`src/source/cluster_cfg_pkg.sv`:
```
// cluster configuration package: bus widths, data types and the bus opcode
package cluster_cfg_pkg;

  // **********************************************************************
  // peripheral bus geometry
  // **********************************************************************
  localparam int DATA_WIDTH = 32;
  localparam int ADDR_WIDTH = 32;

  typedef logic [DATA_WIDTH-1:0] data_t;
  typedef logic [ADDR_WIDTH-1:0] addr_t;

  // wen high means read on this bus
  typedef enum logic {
    OP_WRITE = 1'b0,
    OP_READ  = 1'b1
  } bus_op_e;

  // **********************************************************************
  // event sources
  // **********************************************************************
  // timer, dma, mailbox and one external line
  localparam int EVENT_NB = 4;

endpackage

```
`src/source/periph_map_pkg.sv`:
```
// peripheral address map: target field, register offsets and event bit positions
package periph_map_pkg;

  // **********************************************************************
  // address fields
  // **********************************************************************
  localparam int TARGET_LSB   = 10;
  localparam int OFFSET_LSB   = 2;
  localparam int OFFSET_WIDTH = 6;

  typedef enum logic [1:0] {
    TGT_CTRL  = 2'd0,
    TGT_TIMER = 2'd1,
    TGT_EVENT = 2'd2,
    TGT_NONE  = 2'd3
  } periph_target_e;

  // **********************************************************************
  // register word offsets
  // **********************************************************************
  // control unit
  localparam logic [OFFSET_WIDTH-1:0] CTRL_EOC       = 6'd0;
  localparam logic [OFFSET_WIDTH-1:0] CTRL_FETCH_EN  = 6'd2;
  localparam logic [OFFSET_WIDTH-1:0] CTRL_BOOT_ADDR = 6'd4;

  // timer
  localparam logic [OFFSET_WIDTH-1:0] TMR_CFG   = 6'd0;
  localparam logic [OFFSET_WIDTH-1:0] TMR_COUNT = 6'd1;
  localparam logic [OFFSET_WIDTH-1:0] TMR_CMP   = 6'd2;

  // event unit, core c mask sits at EVT_MASK_BASE + c
  localparam logic [OFFSET_WIDTH-1:0] EVT_PENDING   = 6'd0;
  localparam logic [OFFSET_WIDTH-1:0] EVT_CLEAR     = 6'd1;
  localparam logic [OFFSET_WIDTH-1:0] EVT_MASK_BASE = 6'd4;

  // bit positions in the pending register
  localparam int EVT_TIMER   = 0;
  localparam int EVT_DMA     = 1;
  localparam int EVT_MAILBOX = 2;
  localparam int EVT_EXT     = 3;

endpackage

```
`src/source/periph_decode.sv`:
```
// peripheral bus decoder: target strobes, word offset and pending response tracking
`timescale 1ns/1ps

module periph_decode
  import cluster_cfg_pkg::*;
  import periph_map_pkg::*;
(
  input  logic                    clk_i,
  input  logic                    arst_n_i,
  input  logic                    req_i,
  input  addr_t                   add_i,
  input  logic                    wen_i,
  output logic                    gnt_o,
  output logic                    ctrl_sel_o,
  output logic                    timer_sel_o,
  output logic                    event_sel_o,
  output logic [OFFSET_WIDTH-1:0] offset_o,
  output bus_op_e                 op_o,
  output periph_target_e          resp_target_o,
  output logic                    resp_valid_o
);

  periph_target_e target;

  // no back-pressure, every request is taken
  assign gnt_o = req_i;

  assign target   = periph_target_e'(add_i[TARGET_LSB +: $bits(periph_target_e)]);
  assign offset_o = add_i[OFFSET_LSB +: OFFSET_WIDTH];
  assign op_o     = wen_i ? OP_READ : OP_WRITE;

  // one strobe per mapped target, TGT_NONE raises none
  assign ctrl_sel_o  = req_i && (target == TGT_CTRL);
  assign timer_sel_o = req_i && (target == TGT_TIMER);
  assign event_sel_o = req_i && (target == TGT_EVENT);

  // response follows the accepted request by one cycle
  always_ff @(posedge clk_i or negedge arst_n_i) begin
    if (!arst_n_i) begin
      resp_valid_o  <= 1'b0;
      resp_target_o <= TGT_NONE;
    end else begin
      resp_valid_o <= req_i;
      if (req_i) begin
        resp_target_o <= target;
      end
    end
  end

endmodule

```
`src/source/cluster_ctrl_regs.sv`:
```
// cluster control unit: end of computation flag, per-core fetch enable and boot address
`timescale 1ns/1ps

module cluster_ctrl_regs
  import cluster_cfg_pkg::*;
  import periph_map_pkg::*;
#(
  parameter int    NB_CORES  = 4,
  parameter data_t BOOT_ADDR = 32'h1C00_0000
) (
  input  logic                    clk_i,
  input  logic                    arst_n_i,
  input  logic                    sel_i,
  input  logic [OFFSET_WIDTH-1:0] offset_i,
  input  bus_op_e                 op_i,
  input  data_t                   wdata_i,
  output data_t                   rdata_o,
  output logic                    eoc_o,
  output logic [NB_CORES-1:0]     fetch_enable_o,
  output data_t                   boot_addr_o
);

  logic  wr_en;
  data_t rd_data;

  assign wr_en = sel_i && (op_i == OP_WRITE);

  // **********************************************************************
  // register writes
  // **********************************************************************
  always_ff @(posedge clk_i or negedge arst_n_i) begin
    if (!arst_n_i) begin
      eoc_o          <= 1'b0;
      fetch_enable_o <= '0;
      boot_addr_o    <= BOOT_ADDR;
    end else if (wr_en) begin
      case (offset_i)
        // sticky, only reset brings it back down
        CTRL_EOC: begin
          if (wdata_i[0]) begin
            eoc_o <= 1'b1;
          end
        end
        CTRL_FETCH_EN:  fetch_enable_o <= wdata_i[NB_CORES-1:0];
        CTRL_BOOT_ADDR: boot_addr_o    <= wdata_i;
        default: ;
      endcase
    end
  end

  // **********************************************************************
  // read path
  // **********************************************************************
  always_comb begin
    rd_data = '0;
    case (offset_i)
      CTRL_EOC:       rd_data = data_t'(eoc_o);
      CTRL_FETCH_EN:  rd_data = data_t'(fetch_enable_o);
      CTRL_BOOT_ADDR: rd_data = boot_addr_o;
      default:        rd_data = '0;
    endcase
  end

  // read data captured on the strobe, valid in the response cycle
  always_ff @(posedge clk_i) begin
    if (sel_i) begin
      rdata_o <= rd_data;
    end
  end

endmodule

```
`src/source/cluster_timer.sv`:
```
// cluster timer: free-running counter with compare match event
`timescale 1ns/1ps

module cluster_timer
  import cluster_cfg_pkg::*;
  import periph_map_pkg::*;
(
  input  logic                    clk_i,
  input  logic                    arst_n_i,
  input  logic                    sel_i,
  input  logic [OFFSET_WIDTH-1:0] offset_i,
  input  bus_op_e                 op_i,
  input  data_t                   wdata_i,
  output data_t                   rdata_o,
  output logic                    event_o
);

  typedef enum logic {
    TMR_IDLE = 1'b0,
    TMR_RUN  = 1'b1
  } timer_state_e;

  timer_state_e state_q;
  data_t        count_q;
  data_t        cmp_q;
  logic         cfg_wr;
  logic         match;
  data_t        rd_data;

  assign cfg_wr = sel_i && (op_i == OP_WRITE) && (offset_i == TMR_CFG);
  assign match  = (state_q == TMR_RUN) && (count_q == cmp_q);

  // **********************************************************************
  // state, compare value and counter
  // **********************************************************************
  always_ff @(posedge clk_i or negedge arst_n_i) begin
    if (!arst_n_i) begin
      state_q <= TMR_IDLE;
      cmp_q   <= '0;
      count_q <= '0;
      event_o <= 1'b0;
    end else begin
      if (cfg_wr) begin
        state_q <= wdata_i[0] ? TMR_RUN : TMR_IDLE;
      end
      if (sel_i && (op_i == OP_WRITE) && (offset_i == TMR_CMP)) begin
        cmp_q <= wdata_i;
      end
      // clear request beats the running count
      if (cfg_wr && wdata_i[1]) begin
        count_q <= '0;
      end else if (match) begin
        count_q <= '0;
      end else if (state_q == TMR_RUN) begin
        count_q <= count_q + 1'b1;
      end
      event_o <= match;
    end
  end

  always_comb begin
    case (offset_i)
      TMR_CFG:   rd_data = data_t'(state_q == TMR_RUN);
      TMR_COUNT: rd_data = count_q;
      TMR_CMP:   rd_data = cmp_q;
      default:   rd_data = '0;
    endcase
  end

  always_ff @(posedge clk_i) begin
    if (sel_i) begin
      rdata_o <= rd_data;
    end
  end

endmodule

```
`src/source/event_irq_unit.sv`:
```
// event unit: pending event latch, per-core masks and interrupt requests
`timescale 1ns/1ps

module event_irq_unit
  import cluster_cfg_pkg::*;
  import periph_map_pkg::*;
#(
  parameter int NB_CORES = 4
) (
  input  logic                    clk_i,
  input  logic                    arst_n_i,
  input  logic                    sel_i,
  input  logic [OFFSET_WIDTH-1:0] offset_i,
  input  bus_op_e                 op_i,
  input  data_t                   wdata_i,
  input  logic                    timer_evt_i,
  input  logic                    dma_evt_i,
  input  logic                    mailbox_evt_i,
  input  logic                    ext_evt_i,
  output data_t                   rdata_o,
  output logic [NB_CORES-1:0]     irq_req_o
);

  logic [EVENT_NB-1:0] evt_src;
  logic [EVENT_NB-1:0] pending_q;
  logic [EVENT_NB-1:0] clr_mask;
  logic [EVENT_NB-1:0] mask_q [NB_CORES];
  logic                wr_en;
  data_t               rd_data;

  assign wr_en = sel_i && (op_i == OP_WRITE);

  always_comb begin
    evt_src              = '0;
    evt_src[EVT_TIMER]   = timer_evt_i;
    evt_src[EVT_DMA]     = dma_evt_i;
    evt_src[EVT_MAILBOX] = mailbox_evt_i;
    evt_src[EVT_EXT]     = ext_evt_i;
  end

  // write one to clear
  assign clr_mask = (wr_en && (offset_i == EVT_CLEAR)) ? wdata_i[EVENT_NB-1:0] : '0;

  // **********************************************************************
  // pending and mask registers
  // **********************************************************************
  always_ff @(posedge clk_i or negedge arst_n_i) begin
    if (!arst_n_i) begin
      pending_q <= '0;
      for (int c = 0; c < NB_CORES; c++) begin
        mask_q[c] <= '0;
      end
    end else begin
      // a new event wins over a clear in the same cycle
      pending_q <= (pending_q & ~clr_mask) | evt_src;
      for (int c = 0; c < NB_CORES; c++) begin
        if (wr_en && (offset_i == OFFSET_WIDTH'(EVT_MASK_BASE + c))) begin
          mask_q[c] <= wdata_i[EVENT_NB-1:0];
        end
      end
    end
  end

  always_comb begin
    for (int c = 0; c < NB_CORES; c++) begin
      irq_req_o[c] = |(pending_q & mask_q[c]);
    end
  end

  // clear register reads back as zero
  always_comb begin
    rd_data = '0;
    if (offset_i == EVT_PENDING) begin
      rd_data = data_t'(pending_q);
    end
    for (int c = 0; c < NB_CORES; c++) begin
      if (offset_i == OFFSET_WIDTH'(EVT_MASK_BASE + c)) begin
        rd_data = data_t'(mask_q[c]);
      end
    end
  end

  always_ff @(posedge clk_i) begin
    if (sel_i) begin
      rdata_o <= rd_data;
    end
  end

endmodule

```
`src/source/periph_response.sv`:
```
// response stage: selects the addressed target's read data and drives r_valid
`timescale 1ns/1ps

module periph_response
  import cluster_cfg_pkg::*;
  import periph_map_pkg::*;
(
  input  logic           clk_i,
  input  logic           arst_n_i,
  input  periph_target_e resp_target_i,
  input  logic           resp_valid_i,
  input  data_t          ctrl_rdata_i,
  input  data_t          timer_rdata_i,
  input  data_t          event_rdata_i,
  input  bus_op_e        op_resp_i,
  output logic           r_valid_o,
  output data_t          r_rdata_o
);

  bus_op_e op_q;
  data_t   sel_rdata;

  // opcode of the request being answered
  always_ff @(posedge clk_i or negedge arst_n_i) begin
    if (!arst_n_i) begin
      op_q <= OP_READ;
    end else begin
      op_q <= op_resp_i;
    end
  end

  always_comb begin
    case (resp_target_i)
      TGT_CTRL:  sel_rdata = ctrl_rdata_i;
      TGT_TIMER: sel_rdata = timer_rdata_i;
      TGT_EVENT: sel_rdata = event_rdata_i;
      default:   sel_rdata = '0;
    endcase
  end

  assign r_valid_o = resp_valid_i;
  assign r_rdata_o = (resp_valid_i && (op_q == OP_READ)) ? sel_rdata : '0;

endmodule

```
`src/source/cluster_periph_top.sv`:
```
// cluster peripheral block: bus decode, control unit, timer, event unit and response
`timescale 1ns/1ps

module cluster_periph_top
  import cluster_cfg_pkg::*;
  import periph_map_pkg::*;
#(
  parameter int    NB_CORES  = 4,
  parameter data_t BOOT_ADDR = 32'h1C00_0000
) (
  input  logic                clk_i,
  input  logic                arst_n_i,
  // peripheral slave bus
  input  logic                req_i,
  input  addr_t               add_i,
  input  logic                wen_i,
  input  data_t               wdata_i,
  output logic                gnt_o,
  output logic                r_valid_o,
  output data_t               r_rdata_o,
  // event sources
  input  logic                dma_evt_i,
  input  logic                mailbox_evt_i,
  input  logic                ext_evt_i,
  output logic                eoc_o,
  output logic [NB_CORES-1:0] fetch_enable_o,
  output data_t               boot_addr_o,
  output logic [NB_CORES-1:0] irq_req_o
);

  logic                    ctrl_sel, timer_sel, event_sel;
  logic [OFFSET_WIDTH-1:0] offset;
  bus_op_e                 op;
  periph_target_e          resp_target;
  logic                    resp_valid;
  data_t                   ctrl_rdata, timer_rdata, event_rdata;
  logic                    timer_evt;

  // **********************************************************************
  // decode
  // **********************************************************************
  periph_decode u_decode (
    .clk_i, .arst_n_i, .req_i, .add_i, .wen_i, .gnt_o,
    .ctrl_sel_o    ( ctrl_sel    ),
    .timer_sel_o   ( timer_sel   ),
    .event_sel_o   ( event_sel   ),
    .offset_o      ( offset      ),
    .op_o          ( op          ),
    .resp_target_o ( resp_target ),
    .resp_valid_o  ( resp_valid  )
  );

  // **********************************************************************
  // targets
  // **********************************************************************
  cluster_ctrl_regs #(
    .NB_CORES  ( NB_CORES  ),
    .BOOT_ADDR ( BOOT_ADDR )
  ) u_ctrl (
    .clk_i, .arst_n_i, .wdata_i, .eoc_o, .fetch_enable_o, .boot_addr_o,
    .sel_i    ( ctrl_sel   ),
    .offset_i ( offset     ),
    .op_i     ( op         ),
    .rdata_o  ( ctrl_rdata )
  );

  cluster_timer u_timer (
    .clk_i, .arst_n_i, .wdata_i,
    .sel_i    ( timer_sel   ),
    .offset_i ( offset      ),
    .op_i     ( op          ),
    .rdata_o  ( timer_rdata ),
    .event_o  ( timer_evt   )
  );

  event_irq_unit #(
    .NB_CORES ( NB_CORES )
  ) u_event (
    .clk_i, .arst_n_i, .wdata_i, .dma_evt_i, .mailbox_evt_i, .ext_evt_i, .irq_req_o,
    .sel_i       ( event_sel   ),
    .offset_i    ( offset      ),
    .op_i        ( op          ),
    .timer_evt_i ( timer_evt   ),
    .rdata_o     ( event_rdata )
  );

  // **********************************************************************
  // response
  // **********************************************************************
  periph_response u_response (
    .clk_i, .arst_n_i, .r_valid_o, .r_rdata_o,
    .resp_target_i ( resp_target ),
    .resp_valid_i  ( resp_valid  ),
    .ctrl_rdata_i  ( ctrl_rdata  ),
    .timer_rdata_i ( timer_rdata ),
    .event_rdata_i ( event_rdata ),
    .op_resp_i     ( op          )
  );

endmodule

```
`config.mk`:
```
export PLATFORM = sky130hd
export DESIGN_NAME = cluster_periph_top
export DESIGN_NICKNAME = d
export VERILOG_FILES = /design/src/source/cluster_cfg_pkg.sv /design/src/source/periph_map_pkg.sv /design/src/source/periph_decode.sv /design/src/source/cluster_ctrl_regs.sv /design/src/source/cluster_timer.sv /design/src/source/event_irq_unit.sv /design/src/source/periph_response.sv /design/src/source/cluster_periph_top.sv
export SDC_FILE = /design/constraint.sdc
export NUM_CORES = 1
export LEC_CHECK = 0
export BUFFER_PORTS_ARGS = -buffer_cell sky130_fd_sc_hd__clkbuf_2
export CORE_MARGIN = 4
export CORE_UTILIZATION = 30
export CTS_BUF_LIST = sky130_fd_sc_hd__clkbuf_16
export CTS_CLUSTER_SIZE = 20
export DETAILED_ROUTE_END_ITERATION = 10
export GPL_TIMING_DRIVEN = 0
export PLACE_DENSITY = 0.47
export SYNTH_ARGS = -nofsm -noshare
export SYNTH_HDL_FRONTEND = slang
export SYNTH_HIERARCHICAL = 1
export SYNTH_SLANG_ARGS = --single-unit
```
`constraint.sdc`:
```
create_clock -name clk_i -period 6.09 [get_ports clk_i]
set_clock_uncertainty 0.1 [all_clocks]
set_input_delay 0.9135 -clock clk_i [delete_from_list [all_inputs] [get_ports clk_i]]
set_output_delay 0.9135 -clock clk_i [all_outputs]
set_load 0.03 [all_outputs]
```
Word-level counts from Yosys, hierarchy flattened --
Index checks and enable logic that the tools add are counted.
Word-level totals: bits in registers 223, latch bits 0, memory bits (writable) 0, ROM bits 0, word-level logic and storage cells 82, memories kept 0
Operators by class: add/sub/neg operators 1, $mul 0, div/mod/pow operators 0, $lt $le $gt $ge 0, equal/unequal tests 11, shifts and indexed selects 0, muxes and demuxes 15, bitwise operators 8, reduce and logical (&&, ||, !) cells 28
Operators with widths (number):
- 32-bit case mux with 3 select lines | 3
- 32-bit two-way mux | 4
- 32-bit by 1-bit adder with 32-bit output (second input constant) | 1
- 32-bit == test | 1
- 6-bit by 3-bit == test with 1-bit output (second input constant) | 4
- 4-bit two-way mux | 6
- 4-bit bitwise AND | 5
- 4-bit OR reduction | 5
- 1-bit logical AND | 16
- 6-bit by 1-bit == test with 1-bit output (second input constant) | 1
- 6-bit by 2-bit == test with 1-bit output (second input constant) | 1
- 6-bit zero test | 1
- 2-bit by 1-bit == test with 1-bit output (second input constant) | 2
- 2-bit == test (second input constant) | 2
- 2-bit zero test | 2
- 4-bit inverter | 1
- 4-bit OR | 1
- 2-bit AND reduction | 2
- 3-bit AND reduction | 1
- 3-bit nonzero test | 1
- 1-bit two-way mux | 2
- 1-bit inverter | 1

Depth between registers and ports, before layout --
depth in word-level cells 8, depth in mapped cells 8

Modules after synthesis --
Netlist, hierarchy kept.
Modules (own cells, without submodules):
- cluster_timer | instances 1, cells an instance 382, area an instance 4743.3 µm²
- cluster_ctrl_regs | instances 1, cells an instance 155, area an instance 2781.4 µm²
- event_irq_unit | instances 1, cells an instance 121, area an instance 1402.6 µm²
- periph_response | instances 1, cells an instance 152, area an instance 1196.1 µm²
- periph_decode | instances 1, cells an instance 16, area an instance 187.7 µm²

Least setup slack after synthesis --
No wires, ideal clock.
path kind input to register, start point in add_i[10], end point reg u_ctrl.boot_addr_o[10], library setup time 0.125 ns, arrival time 4.588 ns, required time 5.865 ns, path slack 1.277 ns, stages on the path 5, buffers on the path 1, cells stage by stage nor3b_1 and4bb_2 nand2_4 buf_6 mux2_4
Between the ends: cells in the longest elaborated chain, start to end 4
RTL lines:
- from (decl) | line cluster_periph_top.sv:15 | input addr_t add_i,
- 2-bit zero test | line periph_decode.sv:33 | assign ctrl_sel_o = req_i && (target == TGT_CTRL);
- 1-bit logical AND | line periph_decode.sv:33
- 1-bit logical AND | line cluster_ctrl_regs.sv:26 | assign wr_en = sel_i && (op_i == OP_WRITE);
- 2-bit AND reduction (no line)
- to (signal assigned) | line cluster_ctrl_regs.sv:45 | CTRL_BOOT_ADDR: boot_addr_o <= wdata_i;
- to (decl) | line cluster_ctrl_regs.sv:20 | output data_t boot_addr_o
Every way passes these cells. A chain may end at the register's enable or synchronous reset.

Worst setup path in the final report --
start point reg u_decode.resp_target_o[0], end point out r_rdata_o[1]
Between the ends: cells in the longest elaborated chain, start to end 3, elaborated cells on any way between the ends 5, those cells by class eq/ne (2); mux (2); reduce/logical (1)
RTL lines:
- from (decl) | line periph_decode.sv:19 | output periph_target_e resp_target_o,
- from (signal assigned) | line periph_decode.sv:45 | resp_target_o <= target;
- 2-bit == test, or another cell as far along | line periph_response.sv:33 | case (resp_target_i)
- 32-bit case mux with 3 select lines * | line periph_response.sv:33
- 32-bit two-way mux * | line periph_response.sv:42 | assign r_rdata_o = (resp_valid_i && (op_q == OP_READ)) ? sel_rdata : '0;
- to (decl) | line cluster_periph_top.sv:20 | output data_t r_rdata_o,
Mark *: on every way between the ends. The rest lies on a longest branch, timed or not.

==> metrics.txt <==
GPL Wtd Cong=0.789; placed cell count=1419; Hold Crit Class=in2async; critical path type=reg2out; most frequent cells in the layout=121 x dfrtp_1, 115 x clkbuf_2, 68 x edfxtp_1; Synth cell types=58; run status=finished clean; CTS tree=built; initial antenna violation count=0; Worst-Skew Late Latency=440 ps; syn avg cell area=12.5 um2; commonest non-fill, non-tap cell in the layout=dfrtp_1; Vias per Instance=4.69; hold-fix buffers at CTS=0; I/O pin total=146; worst slack, placed=2470 ps; first-pass GRT wire length=44000 um; share of post-route cells with drive strength above 1=0.338; RSZ-0062 raised after global routing=false; Worst EP arrival=2170 ps; worst slew pin tran=859 ps; PwrDens=251 nW/um2; core area=33700 um2; Final setup viols=0; VDD IR max=188 uV; 1st-iter DRT viols=310; hpwl dp=21800 um; final worst slack=2910 ps; CTS Root Cell=clkbuf_16; Die Y=193 um; reg-to-reg slack, setup=3650 ps; WP data required=5080 ps; final worst path period share=0.522; synthesized instance count=826; largest net degree at the start of global routing=93; Area Overhead vs Synth=18.2%; Finished Layout Cells=1451; Post-synth EDFFs=68; static leakage=5.43 nW; register area share after synthesis=0.507; Top FF cell, synth=dfrtp_1; via count=6804; drt wl/cell=19.5 um; H-tree lvl count=4; # Max-Cap Violations=0; Die X=193 um; Core Rows=67; vias in the first global route=6938; Die Area=37400 um2; Achievable Freq=0.314 GHz; Yosys reg bits=195; DRC=0; Worst setup SP type=register; gr ovfl total=0; Antenna diodes=0; CTS resizes=0; crit path capture type=primary output; Pins Over Slew Limit=0; Yosys warnings=6; final core occ=0.362; final WL=28300 um; post-CTS setup-driven buffer insertion count=0; TritonCTS buffer count=17; gr usage total=0.152; Tmin final=3180 ps; Slew headroom=0.427; final net count=1062; drt first pass iters=5; Post-DRT Antenna Nets=0; Worst-path clk slew=70 ps; Final Hold Viols=0; Bufs on Longest Clock Path=2; FFs w/ async S/R, synth=0.651; clock tree sinks=195; Crit Path Max Fanout=10; PortBufs=114; fillcell total=3375; Design Power=0.00306 W; Starting Density=0.306; Post-Syn Area=10300 um2
==> through the flow <==
stage / instance area [um2] / setup TNS, ps / hold slack (ps)
finish: 12200 / 0 / 282
global route: 12200 / 0 / 276
CTS: 12200 / 0 / 261
detailed placement: 11600 / 0 / 319
global placement: 11500 / -23030 / 315
floorplan: 10400 / 0 / 304
==> area by class of cell <==
| class | instances | area, um2 | share of cell area |
|---|---|---|---|
| clock buffer | 17 | 425 | 0.0349 |
| inverter | 3 | 11.3 | 0.000924 |
| clock inverter | 15 | 143 | 0.0117 |
| buffer | 97 | 599 | 0.0492 |
| tap | 448 | 561 | 0.0460 |
| multi-input combinational | 558 | 4580 | 0.376 |
| sequential | 195 | 5230 | 0.429 |
| timing repair buffer | 118 | 641 | 0.0526 |
==> cell usage after synthesis (2+ instances only) <==
cell / count / area [um2]
nand2_1: 21 / 78.8
a21o_1: 5 / 37.5
mux2_4: 30 / 450
dfstp_2: 6 / 158
o21ai_0: 2 / 10.0
mux2i_1: 5 / 50.1
xnor2_1: 27 / 236
and4bb_2: 2 / 25.0
nor4b_1: 2 / 17.5
o2bb2ai_1: 3 / 26.3
a221o_1: 3 / 30.0
a211oi_1: 34 / 255
nand4_1: 11 / 68.8
and3_1: 11 / 68.8
nor4_1: 13 / 81.3
a22o_1: 34 / 298
inv_1: 3 / 11.3
nor2_1: 4 / 15.0
and4_1: 7 / 61.3
a211oi_2: 30 / 375
nand2b_1: 34 / 213
xor2_1: 35 / 307
nor4_2: 2 / 25.0
and3b_1: 2 / 17.5
clkbuf_1: 23 / 86.3
nor4_4: 4 / 85.1
and3b_2: 2 / 20.0
dfrtp_1: 121 / 3030
a22oi_1: 9 / 67.6
nand3_1: 14 / 70.1
nor2b_1: 34 / 213
mux2_2: 29 / 327
buf_2: 24 / 120
nor3_1: 37 / 185
nor3b_1: 3 / 22.5
nand3b_1: 2 / 15.0
mux2_1: 30 / 338
clkbuf_2: 2 / 10.0
a21oi_1: 2 / 10.0
and2_1: 33 / 206
edfxtp_1: 68 / 2040
buf_4: 42 / 315
buf_6: 6 / 67.6
==> state kept, by name, summed over array words and instances (netlist names) <==
name	count
u_timer/rdata_o	32
u_event/rdata_o	4
u_timer/count_q	32
u_timer/cmp_q	32
u_ctrl/fetch_enable_o	4
u_ctrl/rdata_o	32
u_response/op_q	1
u_ctrl/eoc_o	1
u_event/pending_q	4
u_timer/state_q	1
u_decode/resp_target_o	2
u_event/mask_q	16
u_ctrl/boot_addr_o	32
u_timer/event_o	1
u_decode/resp_valid_o	1
==> per-layer routing <==
metal	vias to the layer above	wire (um)	track usage
li1	3319	-	-
met1	3368	13500	0.212
met2	100	13700	0.247
met3	17	851	0.0271
met4	0	250	0.0330
met5	-	0	0
==> worst paths after layout <==
path / start / endpoint / depth (start not counted)
max: u_decode/resp_target_o[0] / r_rdata_o[1] / 5
min: arst_n_i / u_event/mask_q[10] / 1
max reg2reg: u_timer/count_q[6] / u_timer/count_q[2] / 7
min reg2reg: u_timer/event_o / u_event/pending_q[0] / 1
max in group asynchronous: arst_n_i / u_ctrl/boot_addr_o[27] / 2
min in group clk_i: u_timer/event_o / u_event/pending_q[0] / 1
==> critical path: stages (launching register included) <==
cell and delay, ps:
dfstp_2 630, buf_4 210, buf_2 250, a211oi_1 130, a211oi_2 260, clkbuf_2 250
==> power by group <==
group          internal [W]  total, W  switching (W)
clock              0.000544   0.00109       0.000546
sequential          0.00142   0.00149      0.0000752
combinational      0.000182  0.000481       0.000299
total               0.00214   0.00306       0.000920
==> cell families (layout without fill, tap and decap cells) <==
family                   after synthesis  in the layout  share of synthesized area
adder cells (fa/ha/maj)                1              1                    0.00121
XOR/XNOR                              62             62                     0.0527
multiplexers                          94             94                      0.113
flip-flops                           195            195                      0.507
AND/OR/NAND/NOR                      247            247                      0.156
AO/OA/AOI/OAI                        126            126                      0.111
buffers and inverters                100            250                     0.0592
other                                  1             28                   0.000364
No activity file was read; power rests on OpenSTA's default activity.
